===== config.mk =====
export PLATFORM = sky130hd
export DESIGN_NAME = rom_loader_top
export DESIGN_NICKNAME = d
export VERILOG_FILES = /design/src/source/rom_loader_pkg.sv /design/src/source/boot_word_intake.sv /design/src/source/word_unpacker.sv /design/src/source/ines_parser.sv /design/src/source/rom_loader_top.sv
export SDC_FILE = /design/constraint.sdc
export NUM_CORES = 1
export LEC_CHECK = 0
export ABC_AREA = 1
export CAP_MARGIN = 20
export CORE_ASPECT_RATIO = 0.7
export CORE_UTILIZATION = 42
export DETAILED_ROUTE_END_ITERATION = 6
export DONT_BUFFER_PORTS = 1
export GPL_TIMING_DRIVEN = 0
export SYNTH_ARGS = -nofsm -noshare
export SYNTH_HDL_FRONTEND = slang
export SYNTH_SLANG_ARGS = --single-unit

===== constraint.sdc =====
create_clock -name clk -period 4.6 [get_ports clk]
set_clock_uncertainty 0.2 [all_clocks]
set_input_delay 0.46 -clock clk [delete_from_list [all_inputs] [get_ports clk]]
set_output_delay 0.46 -clock clk [all_outputs]
set_load 0.05 [all_outputs]

===== src/source/rom_loader_pkg.sv =====
/*
 * shared definitions for the ROM loading path
 * FSM state enums, cartridge header constants, mapper flag field positions
 */

package rom_loader_pkg;

  // host word intake FSM
  typedef enum logic {
    INTAKE_IDLE,
    INTAKE_ACK
  } intake_state_t;

  // cartridge parser FSM
  typedef enum logic [2:0] {
    P_HUNT,
    P_MAGIC,
    P_HEADER,
    P_PRG,
    P_CHR,
    P_DONE,
    P_FAIL
  } parser_state_t;

  // header magic, "NES" followed by end of file
  localparam logic [7:0] MAGIC_N = 8'h4E;
  localparam logic [7:0] MAGIC_E = 8'h45;
  localparam logic [7:0] MAGIC_S = 8'h53;
  localparam logic [7:0] MAGIC_EOF = 8'h1A;

  localparam int HEADER_BYTES = 16;

  // console memory map
  localparam int MEM_ADDR_W = 22;
  localparam logic [MEM_ADDR_W-1:0] CHR_BASE = 22'h200000;

  // mapper flags word layout, unlisted bits stay zero
  localparam int MF_MAPPER_LSB = 0;
  localparam int MF_PRG_LSB = 8;
  localparam int MF_CHR_LSB = 16;
  localparam int MF_VMIRROR_BIT = 24;
  localparam int MF_BATTERY_BIT = 25;
  localparam int MF_FOUR_SCREEN_BIT = 26;

endpackage


===== src/source/boot_word_intake.sv =====
/*
 * host boot word intake
 * req/ack handshake with a one-cycle ack pulse, drops words past rom_size
 */

`timescale 1ns/1ps

module boot_word_intake (
  input  logic        clk,
  input  logic        host_reset_loader,
  input  logic [31:0] bootdata,
  input  logic        bootdata_req,
  output logic        bootdata_ack,
  input  logic [31:0] rom_size,
  output logic        word_valid,
  output logic [31:0] word_data,
  input  logic        word_ready
);

  rom_loader_pkg::intake_state_t state;
  logic [31:0] bytes_loaded;
  logic        word_keep;

  // words beyond the declared image are acked but not forwarded
  assign word_keep = bytes_loaded < rom_size;

  always_ff @(posedge clk) begin
    if (host_reset_loader) begin
      state        <= rom_loader_pkg::INTAKE_IDLE;
      bootdata_ack <= 1'b0;
      word_valid   <= 1'b0;
      bytes_loaded <= 32'd0;
    end else begin
      if (word_valid && word_ready) begin
        word_valid <= 1'b0;
      end
      case (state)
        rom_loader_pkg::INTAKE_IDLE: begin
          // no ack while the downstream buffer is full
          if (bootdata_req && word_ready && !word_valid) begin
            state        <= rom_loader_pkg::INTAKE_ACK;
            bootdata_ack <= 1'b1;
            word_valid   <= word_keep;
            if (word_keep) begin
              bytes_loaded <= bytes_loaded + 32'd4;
            end
          end
        end
        rom_loader_pkg::INTAKE_ACK: begin
          // ack pulse ends, host drops req before the next word
          bootdata_ack <= 1'b0;
          state        <= rom_loader_pkg::INTAKE_IDLE;
        end
        default: begin
          state <= rom_loader_pkg::INTAKE_IDLE;
        end
      endcase
    end
  end

  // word register, loaded together with the ack
  always_ff @(posedge clk) begin
    if (state == rom_loader_pkg::INTAKE_IDLE && bootdata_req && word_ready && !word_valid) begin
      word_data <= bootdata;
    end
  end

  // host must see a single-cycle ack per request
  ack_single_pulse: assert property (
    @(posedge clk) disable iff (host_reset_loader)
    bootdata_ack |=> !bootdata_ack
  );

endmodule


===== src/source/word_unpacker.sv =====
/*
 * circular word buffer feeding a byte stream
 * bytes leave least significant first, the word pops after lane 3
 */

`timescale 1ns/1ps

module word_unpacker #(
  parameter int FIFO_DEPTH = 4
) (
  input  logic        clk,
  input  logic        host_reset_loader,
  input  logic        word_valid,
  input  logic [31:0] word_data,
  output logic        word_ready,
  output logic        byte_valid,
  output logic [7:0]  byte_data,
  input  logic        byte_ready
);

  localparam int PTR_W = (FIFO_DEPTH > 1) ? $clog2(FIFO_DEPTH) : 1;
  localparam int CNT_W = $clog2(FIFO_DEPTH + 1);
  localparam logic [PTR_W-1:0] LAST_PTR = PTR_W'(FIFO_DEPTH - 1);
  localparam logic [CNT_W-1:0] FULL_CNT = CNT_W'(FIFO_DEPTH);

  logic [31:0]      fifo_mem [FIFO_DEPTH];
  logic [PTR_W-1:0] wr_ptr;
  logic [PTR_W-1:0] rd_ptr;
  logic [CNT_W-1:0] count;
  logic [1:0]       lane;
  logic             push;
  logic             pop;

  assign word_ready = count != FULL_CNT;
  assign byte_valid = count != '0;

  // current lane of the head word
  assign byte_data = fifo_mem[rd_ptr][{lane, 3'b000} +: 8];

  assign push = word_valid && word_ready;
  assign pop  = byte_valid && byte_ready && (lane == 2'd3);

  always_ff @(posedge clk) begin
    if (push) begin
      fifo_mem[wr_ptr] <= word_data;
    end
  end

  always_ff @(posedge clk) begin
    if (host_reset_loader) begin
      wr_ptr <= '0;
      rd_ptr <= '0;
      count  <= '0;
      lane   <= 2'd0;
    end else begin
      if (push) begin
        wr_ptr <= (wr_ptr == LAST_PTR) ? '0 : wr_ptr + PTR_W'(1);
      end
      if (pop) begin
        rd_ptr <= (rd_ptr == LAST_PTR) ? '0 : rd_ptr + PTR_W'(1);
      end
      // lane wraps back to 0 on the pop
      if (byte_valid && byte_ready) begin
        lane <= lane + 2'd1;
      end
      if (push && !pop) begin
        count <= count + CNT_W'(1);
      end else if (pop && !push) begin
        count <= count - CNT_W'(1);
      end
    end
  end

  // a full buffer must hold off the intake
  no_write_when_full: assert property (
    @(posedge clk) disable iff (host_reset_loader)
    word_valid |-> word_ready
  );

endmodule


===== src/source/ines_parser.sv =====
/*
 * cartridge header parser and payload writer
 * hunts for the magic, decodes mapper flags, writes PRG then CHR bytes to memory
 */

`timescale 1ns/1ps

module ines_parser #(
  parameter int PRG_BANK_BYTES = 16384
) (
  input  logic                                clk,
  input  logic                                host_reset_loader,
  input  logic                                byte_valid,
  input  logic [7:0]                          byte_data,
  output logic                                byte_ready,
  output logic                                mem_valid,
  output logic [rom_loader_pkg::MEM_ADDR_W-1:0] mem_addr,
  output logic [7:0]                          mem_data,
  input  logic                                mem_ready,
  output logic [31:0]                         mapper_flags,
  output logic                                loader_done,
  output logic                                loader_fail
);

  localparam int ADDR_W = rom_loader_pkg::MEM_ADDR_W;
  localparam logic [31:0] PRG_BANK_SIZE = 32'(PRG_BANK_BYTES);
  localparam logic [31:0] CHR_BANK_SIZE = 32'(PRG_BANK_BYTES / 2);
  localparam logic [3:0] LAST_HDR_IDX = 4'(rom_loader_pkg::HEADER_BYTES - 1);

  rom_loader_pkg::parser_state_t state;
  logic [3:0]  hdr_idx;
  logic [7:0]  prg_banks;
  logic [7:0]  chr_banks;
  logic [7:0]  flags6;
  logic [7:0]  flags7;
  logic [31:0] seg_left;
  logic [31:0] hdr_flags;
  logic [7:0]  magic_exp;
  logic        byte_take;
  logic        mem_take;

  // payload waits for the pending write, everything else is taken at once
  always_comb begin
    case (state)
      rom_loader_pkg::P_PRG,
      rom_loader_pkg::P_CHR: byte_ready = !mem_valid && (seg_left != 32'd0);
      default:               byte_ready = 1'b1;
    endcase
  end

  assign byte_take   = byte_valid && byte_ready;
  assign mem_take    = mem_valid && mem_ready;
  assign loader_done = state == rom_loader_pkg::P_DONE;
  assign loader_fail = state == rom_loader_pkg::P_FAIL;

  // magic byte expected after the leading N
  always_comb begin
    case (hdr_idx[1:0])
      2'd1:    magic_exp = rom_loader_pkg::MAGIC_E;
      2'd2:    magic_exp = rom_loader_pkg::MAGIC_S;
      default: magic_exp = rom_loader_pkg::MAGIC_EOF;
    endcase
  end

  // mapper number is byte 7 high nibble over byte 6 high nibble
  always_comb begin
    hdr_flags = 32'd0;
    hdr_flags[rom_loader_pkg::MF_MAPPER_LSB +: 8] = {flags7[7:4], flags6[7:4]};
    hdr_flags[rom_loader_pkg::MF_PRG_LSB +: 8] = prg_banks;
    hdr_flags[rom_loader_pkg::MF_CHR_LSB +: 8] = chr_banks;
    hdr_flags[rom_loader_pkg::MF_VMIRROR_BIT] = flags6[0];
    hdr_flags[rom_loader_pkg::MF_BATTERY_BIT] = flags6[1];
    hdr_flags[rom_loader_pkg::MF_FOUR_SCREEN_BIT] = flags6[3];
  end

  // header fields 4 to 7
  always_ff @(posedge clk) begin
    if (state == rom_loader_pkg::P_HEADER && byte_take) begin
      case (hdr_idx)
        4'd4:    prg_banks <= byte_data;
        4'd5:    chr_banks <= byte_data;
        4'd6:    flags6 <= byte_data;
        4'd7:    flags7 <= byte_data;
        default: ;
      endcase
    end
  end

  always_ff @(posedge clk) begin
    if (host_reset_loader) begin
      state        <= rom_loader_pkg::P_HUNT;
      hdr_idx      <= 4'd0;
      seg_left     <= 32'd0;
      mem_valid    <= 1'b0;
      mapper_flags <= 32'd0;
    end else begin
      if (mem_take) begin
        mem_valid <= 1'b0;
        mem_addr  <= mem_addr + ADDR_W'(1);
      end
      case (state)
        rom_loader_pkg::P_HUNT: begin
          // skip leading junk up to the N
          if (byte_take && byte_data == rom_loader_pkg::MAGIC_N) begin
            state   <= rom_loader_pkg::P_MAGIC;
            hdr_idx <= 4'd1;
          end
        end
        rom_loader_pkg::P_MAGIC: begin
          if (byte_take) begin
            if (byte_data != magic_exp) begin
              state <= rom_loader_pkg::P_FAIL;
            end else begin
              hdr_idx <= hdr_idx + 4'd1;
              if (hdr_idx == 4'd3) begin
                state <= rom_loader_pkg::P_HEADER;
              end
            end
          end
        end
        rom_loader_pkg::P_HEADER: begin
          if (byte_take) begin
            hdr_idx <= hdr_idx + 4'd1;
            if (hdr_idx == 4'd4 && byte_data == 8'd0) begin
              // an image without PRG is unusable
              state <= rom_loader_pkg::P_FAIL;
            end else if (hdr_idx == LAST_HDR_IDX) begin
              mapper_flags <= hdr_flags;
              seg_left     <= {24'd0, prg_banks} * PRG_BANK_SIZE;
              mem_addr     <= '0;
              state        <= rom_loader_pkg::P_PRG;
            end
          end
        end
        rom_loader_pkg::P_PRG,
        rom_loader_pkg::P_CHR: begin
          if (byte_take) begin
            mem_valid <= 1'b1;
            mem_data  <= byte_data;
            seg_left  <= seg_left - 32'd1;
          end
          // segment ends once its last write has been accepted
          if (mem_take && seg_left == 32'd0) begin
            if (state == rom_loader_pkg::P_CHR || chr_banks == 8'd0) begin
              state <= rom_loader_pkg::P_DONE;
            end else begin
              state    <= rom_loader_pkg::P_CHR;
              seg_left <= {24'd0, chr_banks} * CHR_BANK_SIZE;
              mem_addr <= rom_loader_pkg::CHR_BASE;
            end
          end
        end
        default: ;
      endcase
    end
  end

  // memory port holds its address through a stall
  mem_addr_stable: assert property (
    @(posedge clk) disable iff (host_reset_loader)
    mem_valid && !mem_ready |=> mem_valid && $stable(mem_addr)
  );

endmodule


===== src/source/rom_loader_top.sv =====
/*
 * ROM loader top level
 * host intake, word to byte unpacker and cartridge parser in a pipeline
 */

`timescale 1ns/1ps

module rom_loader_top #(
  parameter int FIFO_DEPTH = 4,
  parameter int PRG_BANK_BYTES = 16384
) (
  input  logic                                clk,
  input  logic                                host_reset_loader,
  input  logic [31:0]                         bootdata,
  input  logic                                bootdata_req,
  output logic                                bootdata_ack,
  input  logic [31:0]                         rom_size,
  output logic                                mem_valid,
  output logic [rom_loader_pkg::MEM_ADDR_W-1:0] mem_addr,
  output logic [7:0]                          mem_data,
  input  logic                                mem_ready,
  output logic [31:0]                         mapper_flags,
  output logic                                loader_done,
  output logic                                loader_fail
);

  // intake to unpacker
  logic        word_valid;
  logic [31:0] word_data;
  logic        word_ready;

  // unpacker to parser
  logic        byte_valid;
  logic [7:0]  byte_data;
  logic        byte_ready;

  boot_word_intake u_intake (
    .clk               (clk),
    .host_reset_loader (host_reset_loader),
    .bootdata          (bootdata),
    .bootdata_req      (bootdata_req),
    .bootdata_ack      (bootdata_ack),
    .rom_size          (rom_size),
    .word_valid        (word_valid),
    .word_data         (word_data),
    .word_ready        (word_ready)
  );

  word_unpacker #(
    .FIFO_DEPTH (FIFO_DEPTH)
  ) u_unpacker (
    .clk               (clk),
    .host_reset_loader (host_reset_loader),
    .word_valid        (word_valid),
    .word_data         (word_data),
    .word_ready        (word_ready),
    .byte_valid        (byte_valid),
    .byte_data         (byte_data),
    .byte_ready        (byte_ready)
  );

  ines_parser #(
    .PRG_BANK_BYTES (PRG_BANK_BYTES)
  ) u_parser (
    .clk               (clk),
    .host_reset_loader (host_reset_loader),
    .byte_valid        (byte_valid),
    .byte_data         (byte_data),
    .byte_ready        (byte_ready),
    .mem_valid         (mem_valid),
    .mem_addr          (mem_addr),
    .mem_data          (mem_data),
    .mem_ready         (mem_ready),
    .mapper_flags      (mapper_flags),
    .loader_done       (loader_done),
    .loader_fail       (loader_fail)
  );

endmodule


==> impl_metrics.csv <==
group,metric,value,unit
floorplan,die_height,164,um
logic_synthesis,post_synth_num_cell_types,49,
timing,rsz0062_at_grt,"no",
timing,timing.final.hold_violations,0,
setup_path,crit_top_cell,"sky130_fd_sc_hd__nand2_1",
logic_synthesis,synth_ff_type,"sky130_fd_sc_hd__edfxtp_1",
clock_tree,cts_inserted_buffers,35,
clock_tree,clock_sinks,328,
clock_tree,clock_tree.htree_level_count,2,
timing,worstMarginPinSlew,0.973,ns
timing,fmax,303,MHz
timing,final.period_utilization,0.719,
setup_path,setup.reg_to_reg.worst_slack,1.29,ns
setup_path,crit_path_slowest_cell,"sky130_fd_sc_hd__dfxtp_1",
clock_tree,cts-root-to-sink-buffers,3,
timing,maxSlewHeadroom,0.348,
clock_tree,cts.reportedPaths.clkPinSlew,0.07,ns
setup_path,critical_path_required_time,4.69,ns
setup_path,critical_path_launch_point_type,"register",
power,power_density,511,nW/um^2
clock_tree,clockRootBuffer,"sky130_fd_sc_hd__clkbuf_16",
drt,detail_route.wirelength,41600,um
global_route,grt_start_max_net_pins,32,
final_layout,share_of_final_layout_standard_cells_stronger_than_drive_strength_1,0.0730,
logic_synthesis,mappedNetlistArea,15800,sq um
clock_tree,cts-resized-gates,0,
placed_design,globalplace.congestion,0.930,
final_layout,antennaDiodeCount,0,
setup_path,timing.critical_path.cells,"nand2_2 > inv_2 > nand2_1 > nor4_2 > inv_2 > nor3_2 > nand2_1 > nor2_1 > xnor2_1 > o21ai_0 > nand2_1 > inv_1",
outcome,violated_checks,"DRC",
drt,detail-route-antenna-nets,0,
setup_path,end_kind,"register",
placed_design,portBuffers,0,
clock_tree,clock_tree_from_tritoncts,"yes",
logic_synthesis,async_reset_ff_frac,0,
drt,detail_route.first_pass.iterations,7,
setup_path,critical_path_class,"register to register",
floorplan,fp.dieW,234,um
drt,detail_route.iter0.violations,1159,
power,totalPowerFinal,9.26,mW
global_route,grt_pass1_wl,62800,um
global_route,grt_util_all_layers,0.213,
timing,post-route-min-period,3.31,ns
logic_synthesis,share_of_the_yosys_chip_area_belonging_to_registers,0.552,
run,cap_viol_max_count,0,
timing,final.setup.tns,0,ns
floorplan,placementRows,59,
power,cellLeakagePower,7.43,nW
power,peak_supply_drop,263,uV
floorplan,io-pin-count,134,
outcome,outcome,"finished, violations left",
logic_synthesis,syn_avg_cell_area,8.80,sq um
floorplan,initial_standard_cell_utilization_of_the_core,0.426,
drt,route.detailed.vias_per_inst,5.09,
placed_design,hpwlAfterDp,29700,um
min_path,timing.hold.worst.class,"primary input to register",
global_route,antenna_found_initial,1,
clock_tree,post-cts-setup-buffers,0,
floorplan,core,37100,sq um
floorplan,floorplan.die_area,38500,sq um
logic_synthesis,synthCells,1798,
final_layout,layout-area-overhead-vs-synth,14.5,%
drt,wire_per_inst,17.4,um
setup_path,cp.arrival,3.40,ns
clock_tree,cts-hold-fix-buffers,33,
setup_path,critical_path_peak_fanout,7,
final_layout,nNetsFinal,1993,
drt,via_count,12171,
drt,post-route-drc-count,7,
timing,final_max_slew_viol_count,0,
logic_synthesis,synth_enable_flop_cells,217,
timing,final-setup-viol-count,0,
logic_synthesis,synth-seq-cells,328,
logic_synthesis,synth-warning-count,0,
global_route,grt_remaining_overflow,0,
setup_path,worst_path_largest_cell_delay,0.76,ns
final_layout,finalCoreUtilization,0.488,
clock_tree,insertion_delay,0.53,ns
global_route,vias_in_the_first_global_route,10999,
-- power breakdown --
group          leakage (nW)  internal [mW]  switching [mW]
registers              2.89           3.47           0.354
clock network         0.578           1.79            1.18
logic                  3.96          0.737            1.72
-- flip-flops by register name, indices dropped and copies added, names as in the netlist, 2 cells and up, named ones only --
name	count
u_parser.seg_left	32
u_unpacker.wr_ptr	2
u_parser.mapper_flags	27
u_parser.flags6	7
u_parser.flags7	4
u_parser.mem_data	8
u_unpacker.rd_ptr	2
u_unpacker.lane	2
u_parser.hdr_idx	4
u_unpacker.count	3
u_intake.bytes_loaded	30
u_parser.prg_banks	8
u_parser.chr_banks	8
u_unpacker.fifo_mem	128
u_parser.mem_addr	22
u_parser.state	3
u_intake.word_data	32
-- routing by layer --
| metal | part of all wire | GRT usage |
|---|---|---|
| met4 | 0.021 | 0.0581 |
| met3 | 0.078 | 0.0445 |
| met2 | 0.44 | 0.319 |
| met5 | 0 | 0 |
| met1 | 0.47 | 0.313 |
-- cells in the mapped netlist, types with 5 or more instances --
cell | n | area (sq um)
sky130_fd_sc_hd__a21oi_1 | 125 | 626
sky130_fd_sc_hd__buf_2 | 29 | 145
sky130_fd_sc_hd__buf_4 | 10 | 75.1
sky130_fd_sc_hd__buf_6 | 5 | 56.3
sky130_fd_sc_hd__clkbuf_1 | 18 | 67.6
sky130_fd_sc_hd__dfxtp_1 | 111 | 2220
sky130_fd_sc_hd__edfxtp_1 | 217 | 6520
sky130_fd_sc_hd__ha_1 | 46 | 576
sky130_fd_sc_hd__inv_1 | 234 | 878
sky130_fd_sc_hd__inv_2 | 7 | 26.3
sky130_fd_sc_hd__nand2_1 | 456 | 1710
sky130_fd_sc_hd__nand3_1 | 174 | 871
sky130_fd_sc_hd__nand4_1 | 23 | 144
sky130_fd_sc_hd__nor2_1 | 148 | 556
sky130_fd_sc_hd__nor3_1 | 36 | 180
sky130_fd_sc_hd__nor4_1 | 11 | 68.8
sky130_fd_sc_hd__o211ai_1 | 7 | 52.6
sky130_fd_sc_hd__o21ai_0 | 37 | 185
sky130_fd_sc_hd__xnor2_1 | 15 | 131
sky130_fd_sc_hd__xor2_1 | 38 | 333
-- critical path, delay by kind of cell (launching register included) --
family / cells / cell delay, ns
flip-flops: 1 / 0.76
buffers and inverters: 3 / 0.36
XOR/XNOR: 1 / 0.17
AND/OR/NAND/NOR: 7 / 1.48
AO/OA/AOI/OAI: 1 / 0.11
-- kinds of logic (layout without fill, tap and decap cells) --
family / after synthesis / in the layout / synth area share
AO/OA/AOI/OAI: 186 / 186 / 0.0628
XOR/XNOR: 53 / 53 / 0.0293
adder cells (fa/ha/maj): 47 / 47 / 0.0376
buffers and inverters: 307 / 408 / 0.0802
flip-flops: 328 / 328 / 0.552
other: 1 / 5 / 0.000237
AND/OR/NAND/NOR: 876 / 876 / 0.238
-- cells in the final DEF (no fill, tap or decap), types with 23 or more instances in the layout --
master / count
sky130_fd_sc_hd__nand2_1: 456
sky130_fd_sc_hd__inv_1: 234
sky130_fd_sc_hd__edfxtp_1: 217
sky130_fd_sc_hd__nand3_1: 174
sky130_fd_sc_hd__nor2_1: 143
sky130_fd_sc_hd__a21oi_1: 125
sky130_fd_sc_hd__dfxtp_1: 111
sky130_fd_sc_hd__ha_1: 46
sky130_fd_sc_hd__xor2_1: 38
sky130_fd_sc_hd__o21ai_0: 37
sky130_fd_sc_hd__clkbuf_16: 36
sky130_fd_sc_hd__nor3_1: 34
sky130_fd_sc_hd__dlygate4sd3_1: 33
sky130_fd_sc_hd__buf_2: 29
sky130_fd_sc_hd__clkbuf_1: 23
sky130_fd_sc_hd__nand4_1: 23
-- layout make-up --
cell class	instances	area, sq um
fill	3498	19000
sequential	328	8740
multi-input combinational	1167	5880
clock buffer	43	937
inverter	245	925
tap	488	611
timing repair buffer	39	435
buffer	62	345
clock inverter	19	251
-- metrics by stage --
step	area [sq um]	hold WS [ns]	setup slack, ns	cells
CTS	18100	0.0286	1.27	2390
global placement	16500	0.255	0.0113	2290
floorplan	15800	0.243	1.30	1802
global route	18100	0.0417	1.01	2391
finish	18100	0.0482	1.29	2391
detailed placement	16600	0.259	1.28	2295
-- worst paths after layout --
check                                                   startpoint                            endpoint  cells after the start
worst max register to register       u_parser.mem_valid$_SDFF_PP0_     u_parser.mem_addr[21]$_DFFE_PN_                     12
worst max-delay path                 u_parser.mem_valid$_SDFF_PP0_     u_parser.mem_addr[21]$_DFFE_PN_                     12
worst min register to register  u_parser.seg_left[31]$_SDFFE_PP0P_  u_parser.seg_left[31]$_SDFFE_PP0P_                      2
worst min-delay path                                  bootdata_req           u_intake.state$_SDFF_PP0_                      3
Power figures use the tool's default switching activity.
